**src/decode_settings.svh**
```systemverilog
`ifndef DECODE_SETTINGS_SVH
`define DECODE_SETTINGS_SVH

// Data path and PC width
`define XLEN 32

// Two 32-bit instructions per fetch
`define FETCH_WIDTH 64

`define PC_STEP 4

// Reported when no packet was fetched
`define INVALID_PC {`XLEN{1'b1}}

`endif

```
**src/riscv_pkg.sv**
```systemverilog
package riscv_pkg;

  typedef logic [4:0] reg_addr_t;

  // RV32I major opcodes, bits [6:0]
  typedef enum logic [6:0] {
    OPC_LOAD     = 7'b0000011,
    OPC_MISC_MEM = 7'b0001111,
    OPC_OP_IMM   = 7'b0010011,
    OPC_AUIPC    = 7'b0010111,
    OPC_STORE    = 7'b0100011,
    OPC_OP       = 7'b0110011,
    OPC_LUI      = 7'b0110111,
    OPC_BRANCH   = 7'b1100011,
    OPC_JALR     = 7'b1100111,
    OPC_JAL      = 7'b1101111,
    OPC_SYSTEM   = 7'b1110011
  } opcode_e;

  typedef enum logic [3:0] {
    ALU_ADD,
    ALU_SUB,
    ALU_SLL,
    ALU_SLT,
    ALU_SLTU,
    ALU_XOR,
    ALU_SRL,
    ALU_SRA,
    ALU_OR,
    ALU_AND,
    ALU_PASS_B  // Operand b straight through, for lui
  } alu_op_e;

  typedef enum logic [2:0] {
    BCU_NONE,
    BCU_EQ,
    BCU_NE,
    BCU_LT,
    BCU_GE,
    BCU_LTU,
    BCU_GEU
  } bcu_op_e;

  typedef enum logic [2:0] {
    LSU_NONE,
    LSU_BYTE,
    LSU_HALF,
    LSU_WORD,
    LSU_BYTE_U,
    LSU_HALF_U
  } lsu_op_e;

endpackage

```
**src/pipeline_pkg.sv**
```systemverilog
`include "decode_settings.svh"

package pipeline_pkg;
  import riscv_pkg::*;

  typedef struct packed {
    logic                    valid;  // Single-cycle strobe
    logic [`XLEN-1:0]        pc;
    logic [`FETCH_WIDTH-1:0] data;   // Low word is lane 0
    logic                    pred;
  } fetch_packet_t;

  typedef struct packed {
    logic wren;
    logic rden1;
    logic rden2;
    logic alu;
    logic lui;
    logic auipc;
    logic jal;
    logic jalr;
    logic branch;
    logic load;
    logic store;
    logic fence;
    logic ecall;
    logic ebreak;
    logic nop;
    logic valid;
    logic exception;
  } op_flags_t;

  typedef struct packed {
    logic [`XLEN-1:0] pc;
    logic [`XLEN-1:0] npc;
    logic [31:0]      instr;
    reg_addr_t        waddr;
    reg_addr_t        raddr1;
    reg_addr_t        raddr2;
    logic [`XLEN-1:0] imm;
    op_flags_t        op;
    alu_op_e          alu_op;
    bcu_op_e          bcu_op;
    lsu_op_e          lsu_op;
  } decoded_instr_t;

  typedef struct packed {
    decoded_instr_t instr0;
    decoded_instr_t instr1;
    logic           pred;
  } decode_out_t;

  // Killed lane, also the reset value
  function automatic decoded_instr_t init_instruction();
    decoded_instr_t item;
    item = '0;
    item.pc = `INVALID_PC;
    item.npc = `INVALID_PC;
    return item;
  endfunction

  function automatic decode_out_t init_decode_out();
    decode_out_t item;
    item.instr0 = init_instruction();
    item.instr1 = init_instruction();
    item.pred = 1'b0;
    return item;
  endfunction

endpackage

```
**src/rv_decoder.sv**
```systemverilog
`timescale 1ns/1ps

`include "decode_settings.svh"

module rv_decoder import riscv_pkg::*, pipeline_pkg::*; (
  input  logic [31:0]    instr,
  output decoded_instr_t result
);

  opcode_e          opcode;
  logic [2:0]       funct3;
  logic [6:0]       funct7;
  logic [`XLEN-1:0] imm_i;
  logic [`XLEN-1:0] imm_s;
  logic [`XLEN-1:0] imm_b;
  logic [`XLEN-1:0] imm_u;
  logic [`XLEN-1:0] imm_j;

  assign opcode = opcode_e'(instr[6:0]);
  assign funct3 = instr[14:12];
  assign funct7 = instr[31:25];

  assign imm_i = {{(`XLEN-12){instr[31]}}, instr[31:20]};
  assign imm_s = {{(`XLEN-12){instr[31]}}, instr[31:25], instr[11:7]};
  assign imm_b = {{(`XLEN-13){instr[31]}}, instr[31], instr[7], instr[30:25],
                  instr[11:8], 1'b0};
  assign imm_u = {instr[31:12], {(`XLEN-20){1'b0}}};
  assign imm_j = {{(`XLEN-21){instr[31]}}, instr[31], instr[19:12], instr[20],
                  instr[30:21], 1'b0};

  always_comb begin
    result = '0;  // pc and npc are filled by the stage
    result.instr = instr;
    result.waddr = instr[11:7];
    result.raddr1 = instr[19:15];
    result.raddr2 = instr[24:20];
    result.alu_op = ALU_ADD;
    result.bcu_op = BCU_NONE;
    result.lsu_op = LSU_NONE;
    case (opcode)
      OPC_LUI: begin
        result.imm = imm_u;
        result.op.wren = 1'b1;
        result.op.lui = 1'b1;
        result.alu_op = ALU_PASS_B;
        result.op.valid = 1'b1;
      end
      OPC_AUIPC: begin
        result.imm = imm_u;
        result.op.wren = 1'b1;
        result.op.auipc = 1'b1;
        result.op.valid = 1'b1;
      end
      OPC_JAL: begin
        result.imm = imm_j;
        result.op.wren = 1'b1;
        result.op.jal = 1'b1;
        result.op.valid = 1'b1;
      end
      OPC_JALR: begin
        result.imm = imm_i;
        result.op.wren = 1'b1;
        result.op.rden1 = 1'b1;
        result.op.jalr = 1'b1;
        result.op.valid = (funct3 == 3'b000);
      end
      OPC_BRANCH: begin
        result.imm = imm_b;
        result.op.rden1 = 1'b1;
        result.op.rden2 = 1'b1;
        result.op.branch = 1'b1;
        case (funct3)
          3'b000: result.bcu_op = BCU_EQ;
          3'b001: result.bcu_op = BCU_NE;
          3'b100: result.bcu_op = BCU_LT;
          3'b101: result.bcu_op = BCU_GE;
          3'b110: result.bcu_op = BCU_LTU;
          3'b111: result.bcu_op = BCU_GEU;
          default: result.bcu_op = BCU_NONE;
        endcase
        result.op.valid = (result.bcu_op != BCU_NONE);
      end
      OPC_LOAD: begin
        result.imm = imm_i;
        result.op.wren = 1'b1;
        result.op.rden1 = 1'b1;
        result.op.load = 1'b1;
        case (funct3)
          3'b000: result.lsu_op = LSU_BYTE;
          3'b001: result.lsu_op = LSU_HALF;
          3'b010: result.lsu_op = LSU_WORD;
          3'b100: result.lsu_op = LSU_BYTE_U;
          3'b101: result.lsu_op = LSU_HALF_U;
          default: result.lsu_op = LSU_NONE;
        endcase
        result.op.valid = (result.lsu_op != LSU_NONE);
      end
      OPC_STORE: begin
        result.imm = imm_s;
        result.op.rden1 = 1'b1;
        result.op.rden2 = 1'b1;
        result.op.store = 1'b1;
        case (funct3)
          3'b000: result.lsu_op = LSU_BYTE;
          3'b001: result.lsu_op = LSU_HALF;
          3'b010: result.lsu_op = LSU_WORD;
          default: result.lsu_op = LSU_NONE;
        endcase
        result.op.valid = (result.lsu_op != LSU_NONE);
      end
      OPC_OP_IMM: begin
        result.imm = imm_i;
        result.op.wren = 1'b1;
        result.op.rden1 = 1'b1;
        result.op.alu = 1'b1;
        result.op.nop = (instr == 32'h0000_0013);  // addi x0, x0, 0
        result.op.valid = 1'b1;
        case (funct3)
          3'b000: result.alu_op = ALU_ADD;
          3'b001: begin
            result.alu_op = ALU_SLL;
            result.op.valid = (funct7 == 7'b0000000);
          end
          3'b010: result.alu_op = ALU_SLT;
          3'b011: result.alu_op = ALU_SLTU;
          3'b100: result.alu_op = ALU_XOR;
          3'b101: begin
            result.alu_op = instr[30] ? ALU_SRA : ALU_SRL;
            result.op.valid = ({funct7[6], funct7[4:0]} == 6'b000000);
          end
          3'b110: result.alu_op = ALU_OR;
          default: result.alu_op = ALU_AND;
        endcase
      end
      OPC_OP: begin
        result.op.wren = 1'b1;
        result.op.rden1 = 1'b1;
        result.op.rden2 = 1'b1;
        result.op.alu = 1'b1;
        // Bit 30 selects sub and sra, only for funct3 000 and 101
        result.op.valid = (funct7 == 7'b0000000) ||
                          ((funct7 == 7'b0100000) && (funct3 == 3'b000 || funct3 == 3'b101));
        case (funct3)
          3'b000: result.alu_op = instr[30] ? ALU_SUB : ALU_ADD;
          3'b001: result.alu_op = ALU_SLL;
          3'b010: result.alu_op = ALU_SLT;
          3'b011: result.alu_op = ALU_SLTU;
          3'b100: result.alu_op = ALU_XOR;
          3'b101: result.alu_op = instr[30] ? ALU_SRA : ALU_SRL;
          3'b110: result.alu_op = ALU_OR;
          default: result.alu_op = ALU_AND;
        endcase
      end
      OPC_MISC_MEM: begin
        result.op.fence = (funct3 == 3'b000);
        result.op.valid = result.op.fence;
      end
      OPC_SYSTEM: begin
        result.op.ecall = (instr == 32'h0000_0073);
        result.op.ebreak = (instr == 32'h0010_0073);
        result.op.valid = result.op.ecall | result.op.ebreak;  // No CSR support
      end
      default: result.op.valid = 1'b0;
    endcase
  end

endmodule

```
**src/decode_stage.sv**
```systemverilog
`timescale 1ns/1ps

`include "decode_settings.svh"

module decode_stage import pipeline_pkg::*; (
  input  logic          clock,
  input  logic          reset,
  input  fetch_packet_t fetch,
  input  logic          flush,
  input  logic          halt,
  output decode_out_t   decoded
);

  logic [31:0]    instr0_word;
  logic [31:0]    instr1_word;
  decoded_instr_t dec0;
  decoded_instr_t dec1;
  decode_out_t    next_out;

  assign instr0_word = fetch.valid ? fetch.data[31:0] : '0;
  assign instr1_word = fetch.valid ? fetch.data[`FETCH_WIDTH-1:32] : '0;

  rv_decoder u_decoder0 (
    .instr  (instr0_word),
    .result (dec0)
  );

  rv_decoder u_decoder1 (
    .instr  (instr1_word),
    .result (dec1)
  );

  always_comb begin
    next_out.instr0 = dec0;
    next_out.instr1 = dec1;

    next_out.instr0.pc = fetch.valid ? fetch.pc : `INVALID_PC;
    next_out.instr1.pc = fetch.valid ? fetch.pc + `PC_STEP : `INVALID_PC;
    next_out.instr0.npc = next_out.instr0.pc + `PC_STEP;
    next_out.instr1.npc = next_out.instr1.pc + `PC_STEP;

    next_out.pred = halt ? decoded.pred : fetch.pred;  // Hold pred across halt

    // Unknown encodings travel on as exceptions
    if (fetch.valid) begin
      if (!dec0.op.valid) begin
        next_out.instr0.op.exception = 1'b1;
        next_out.instr0.op.valid = 1'b1;
      end
      if (!dec1.op.valid) begin
        next_out.instr1.op.exception = 1'b1;
        next_out.instr1.op.valid = 1'b1;
      end
    end

    if (!fetch.valid || flush || halt) begin
      next_out.instr0 = init_instruction();
      next_out.instr1 = init_instruction();
    end
  end

  always_ff @(posedge clock) begin
    if (!reset) begin
      decoded <= init_decode_out();
    end else begin
      decoded <= next_out;
    end
  end

endmodule

```
**src/pair_check.sv**
```systemverilog
`timescale 1ns/1ps

module pair_check import pipeline_pkg::*; (
  input  decode_out_t decoded,
  output logic        dual_issue
);

  logic lanes_ok;
  logic lane0_ctrl;
  logic raw_hazard;
  logic mem_pair;

  assign lanes_ok = decoded.instr0.op.valid && !decoded.instr0.op.exception &&
                    decoded.instr1.op.valid && !decoded.instr1.op.exception;

  // Lane 0 redirects or serializes the pipe
  assign lane0_ctrl = decoded.instr0.op.jal | decoded.instr0.op.jalr |
                      decoded.instr0.op.branch | decoded.instr0.op.fence |
                      decoded.instr0.op.ecall | decoded.instr0.op.ebreak;

  // x0 writes never create a dependency
  assign raw_hazard = decoded.instr0.op.wren && (decoded.instr0.waddr != '0) &&
                      ((decoded.instr1.op.rden1 &&
                        (decoded.instr1.raddr1 == decoded.instr0.waddr)) ||
                       (decoded.instr1.op.rden2 &&
                        (decoded.instr1.raddr2 == decoded.instr0.waddr)));

  assign mem_pair = (decoded.instr0.op.load | decoded.instr0.op.store) &&
                    (decoded.instr1.op.load | decoded.instr1.op.store);  // One LSU port

  assign dual_issue = lanes_ok && !lane0_ctrl && !raw_hazard && !mem_pair;

endmodule

```
**src/decode_top.sv**
```systemverilog
`timescale 1ns/1ps

module decode_top import pipeline_pkg::*; (
  input  logic          clock,
  input  logic          reset,
  input  fetch_packet_t fetch,
  input  logic          flush,   // Trap, mret or mispredict
  input  logic          halt,
  output decode_out_t   decoded,
  output logic          dual_issue
);

  decode_stage u_decode_stage (
    .clock   (clock),
    .reset   (reset),
    .fetch   (fetch),
    .flush   (flush),
    .halt    (halt),
    .decoded (decoded)
  );

  pair_check u_pair_check (
    .decoded    (decoded),
    .dual_issue (dual_issue)
  );

endmodule

```
**config.mk**
```make
export PLATFORM = sky130hd
export DESIGN_NAME = decode_top
export DESIGN_NICKNAME = d
export VERILOG_FILES = /design/src/riscv_pkg.sv /design/src/pipeline_pkg.sv /design/src/rv_decoder.sv /design/src/decode_stage.sv /design/src/pair_check.sv /design/src/decode_top.sv
export VERILOG_INCLUDE_DIRS = /design/src
export SDC_FILE = /design/constraint.sdc
export NUM_CORES = 1
export LEC_CHECK = 0
export ABC_AREA = 1
export BUFFER_PORTS_ARGS = -buffer_cell sky130_fd_sc_hd__buf_2
export CAP_MARGIN = 20
export CORE_MARGIN = 5
export CORE_UTILIZATION = 39
export CTS_BUF_LIST = sky130_fd_sc_hd__clkbuf_8
export DETAILED_ROUTE_END_ITERATION = 10
export PLACE_DENSITY = 0.66
export SYNTH_ARGS = -nofsm -noshare
export SYNTH_HDL_FRONTEND = slang
export SYNTH_SLANG_ARGS = --single-unit
```
**constraint.sdc**
```tcl
create_clock -name clock -period 6.9 [get_ports clock]
set_input_delay 1.035 -clock clock [delete_from_list [all_inputs] [get_ports clock]]
set_output_delay 1.035 -clock clock [all_outputs]
set_load 0.02 [all_outputs]
```
==> impl_metrics.env <==
export IMPL_grt_max_degree=81
export IMPL_arrival_ns=4.01
export IMPL_cts_repair_resize_count=0
export IMPL_place_congestion=0.909
export IMPL_final_nets=2063
export IMPL_crit_family="simple AND/OR/NAND/NOR gates"
export IMPL_synth_avg_cell_area_um2=7.72
export IMPL_yosys_warnings=0
export IMPL_rows=64
export IMPL_coreArea_mm2=0.0303
export IMPL_crit_type="in2reg"
export IMPL_layout_drive_gt1_share=0.295
export IMPL_cp_end_kind="flop"
export IMPL_p_leak_uw=0.00763
export IMPL_clock_skew_ns=0
export IMPL_cp_max_fo=59
export IMPL_cp_slowest_cell="buf_4"
export IMPL_areaGrowthSynthToFinish_pct=27.5
export IMPL_ir_worst_vdd_mv=0.152
export IMPL_avgRoutedWirePerCell_um=17.3
export IMPL_drt_iter0_drc=870
export IMPL_critical_path_required_ns=7.40
export IMPL_rsz0062_at_grt="no"
export IMPL_clock_latency_ns=0.57
export IMPL_ys_ff_latch=305
export IMPL_antenna_found_initial=5
export IMPL_status="complete, no violations"
export IMPL_drv_cap=0
export IMPL_fmax_ghz=0.285
export IMPL_syn_nets=1647
export IMPL_synthCells=1543
export IMPL_synth_cell_type_count=50
export IMPL_ctsHoldBuffers=0
export IMPL_dpl_worst_slack_ns=2.91
export IMPL_io_buffers=443
export IMPL_crit_start="fetch[97]"
export IMPL_rr_endpoint="u_decode_stage.decoded[0]$_SDFFE_PN0N_"
export IMPL_path_buf_inv=3
export IMPL_slew_headroom=0.318
export IMPL_post_route_period_util=0.509
export IMPL_die_area_mm2=0.0341
export IMPL_nFillCells=3025
export IMPL_largest_reg_flops=305
export IMPL_grt_pass1_vias=11200
export IMPL_power_density_mw_per_mm2=240
export IMPL_top_level_ports=444
export IMPL_finalSetupTns_ns=0
export IMPL_synth_top_cell_by_area="dfxtp_1"
export IMPL_dp_hpwl_mm=32.3
export IMPL_cts_setup_buffers=0
export IMPL_grt_pass1_wl_mm=61.6
export IMPL_worstRegToRegCells=2
export IMPL_start_util=0.392
export IMPL_top_register="u_decode_stage.decoded"
export IMPL_synth_common_cells="nand2_1, dfxtp_1, nor2_1"
export IMPL_cp_cell_sequence="buf_4, buf_4, nand2_1, nor3_1, nand2_1, nand3_2, nor2_4, nand2_2, nand2_1, o31ai_1, nand2_1, inv_1"
export IMPL_synth_edf_count=0
export IMPL_dieHeight_um=185
export IMPL_setup_ws_ns=3.39
export IMPL_cp_num_cells=12
export IMPL_period_minus_slack_ns=3.51
export IMPL_drtPass1Iterations=6
export IMPL_async_flop_share=0
export IMPL_track_usage=0.228
export IMPL_worstSetupStartpointType="input pin"
export IMPL_clk_pin_slew_ns=0.06
export IMPL_r2r_start="u_decode_stage.decoded[0]$_SDFFE_PN0N_"
export IMPL_vias_per_cell=4.85
export IMPL_slew_viol_final=0
export IMPL_tightest_slew_ns=1.02
export IMPL_synth_yosys_seq_area_share=0.513
export IMPL_numCtsBuffers=49
export IMPL_die_w_um=185
export IMPL_clock_sinks=305
export IMPL_ctsLongestPathBuffers=3
export IMPL_vias=11600
export IMPL_critPathMaxStageDelay_ns=0.65
export IMPL_synth_area_mm2=0.0119
export IMPL_largestRegisters="u_decode_stage.decoded x305"
export IMPL_synth_most_common_cell="nand2_1"
export IMPL_drc=0
export IMPL_final_hold_viol_count=0
export IMPL_hp_class="reg2reg"
export IMPL_synth_ff_type="dfxtp_1"
export IMPL_wirelength_mm=41.3
export IMPL_crit_top_cell="nand2_1"
export IMPL_finalSetupViolCount=0
export IMPL_root_buffer="clkbuf_8"
export IMPL_grt_overflow=0
export IMPL_r2r_slack_ns=6.37
export IMPL_cts_tree="yes"
export IMPL_endpoint="u_decode_stage.decoded[54]$_SDFF_PP0_"
export IMPL_h_tree_depth=2
export IMPL_synthTopCellsByArea="dfxtp_1, nand2_1, nor2_1, inv_1, nand3_1"
export IMPL_ant_nets=0
export IMPL_yosys_area_top_type_share=0.513
export IMPL_hold_start="u_decode_stage.decoded[0]$_SDFFE_PN0N_"
## cells by family after synthesis
family | after synthesis | synth area share
DFF | 305 | 0.513
AOI/OAI and AO/OA | 159 | 0.0740
buffers and inverters | 282 | 0.105
and+or+nand+nor | 782 | 0.296
xor gates and xnor gates | 13 | 0.00956
adders and majority gates | 2 | 0.00210
## worst min path at each step
stage / depth (start not counted) / slack (ns) / to
5_1_grt: 2 / 0.48 / u_decode_stage.decoded[0]$_SDFFE_PN0N_
2_1_floorplan: 2 / 0.52 / u_decode_stage.decoded[0]$_SDFFE_PN0N_
6_report: 2 / 0.44 / u_decode_stage.decoded[0]$_SDFFE_PN0N_
3_5_place_dp: 2 / 0.44 / u_decode_stage.decoded[0]$_SDFFE_PN0N_
3_3_place_gp: 2 / 0.43 / u_decode_stage.decoded[0]$_SDFFE_PN0N_
4_1_cts: 2 / 0.45 / u_decode_stage.decoded[0]$_SDFFE_PN0N_
## placed cells by master, fill, tap and decap left out, types with 9 or more instances in the layout
| master | Yosys | final |
|---|---|---|
| a21oi_1 | 54 | 54 |
| nor2_1 | 211 | 211 |
| xor2_1 | 10 | 10 |
| nand3_2 | 13 | 13 |
| nand3_1 | 111 | 111 |
| nand2_1 | 342 | 342 |
| o21ai_0 | 63 | 63 |
| clkbuf_8 | 0 | 63 |
| dfxtp_1 | 305 | 305 |
| inv_1 | 192 | 206 |
| a31oi_1 | 15 | 15 |
| nor2_4 | 14 | 14 |
| nand4_1 | 17 | 17 |
| nor3_1 | 28 | 28 |
| nand2_2 | 9 | 9 |
| buf_2 | 12 | 442 |
## tightest hold or removal path, cell delays in order, from the launching register on
cell     delay [ns]
dfxtp_1        0.30
inv_1          0.04
a21oi_1        0.05
## per-layer routing
layer  track usage  share of wire  vias up
met3        0.0592          0.091       73
met4        0.0619          0.023        6
met2         0.369           0.46      503
met1         0.303           0.42     5354
li1              -              -     5674
met5             0        0.00075        -
## where the power goes
group	internal [uW]	switching, uW	total [uW]
logic	80.5	204	285
clock network	859	708	1570
registers	1780	7.42	1790
total	2720	920	3640
## final cells by class
type / instances / area [um^2] / share of cell area
clock inverters: 26 / 146 / 0.00964
multi-input cells: 956 / 4560 / 0.300
clock buffers: 63 / 867 / 0.0571
diodes: 2 / 5.00 / 0.000330
well taps: 396 / 495 / 0.0326
inverters: 198 / 746 / 0.0491
flip-flops and latches: 305 / 6110 / 0.402
repair buffers: 449 / 2260 / 0.149
## stage by stage
step / cells / util / total power [uW] / cell area [um^2] / hold WS (ns)
2_1_floorplan: 1543 / - / 2000 / 11900 / 0.520
3_3_place_gp: 2304 / 0.467 / 2100 / 14200 / 0.428
3_5_place_dp: 2304 / 0.467 / 2110 / 14200 / 0.438
4_1_cts: 2393 / 0.500 / 3670 / 15200 / 0.446
5_1_grt: 2395 / 0.500 / 3790 / 15200 / 0.484
6_report: 2395 / 0.500 / 3640 / 15200 / 0.441
Power figures use the tool's default switching activity.
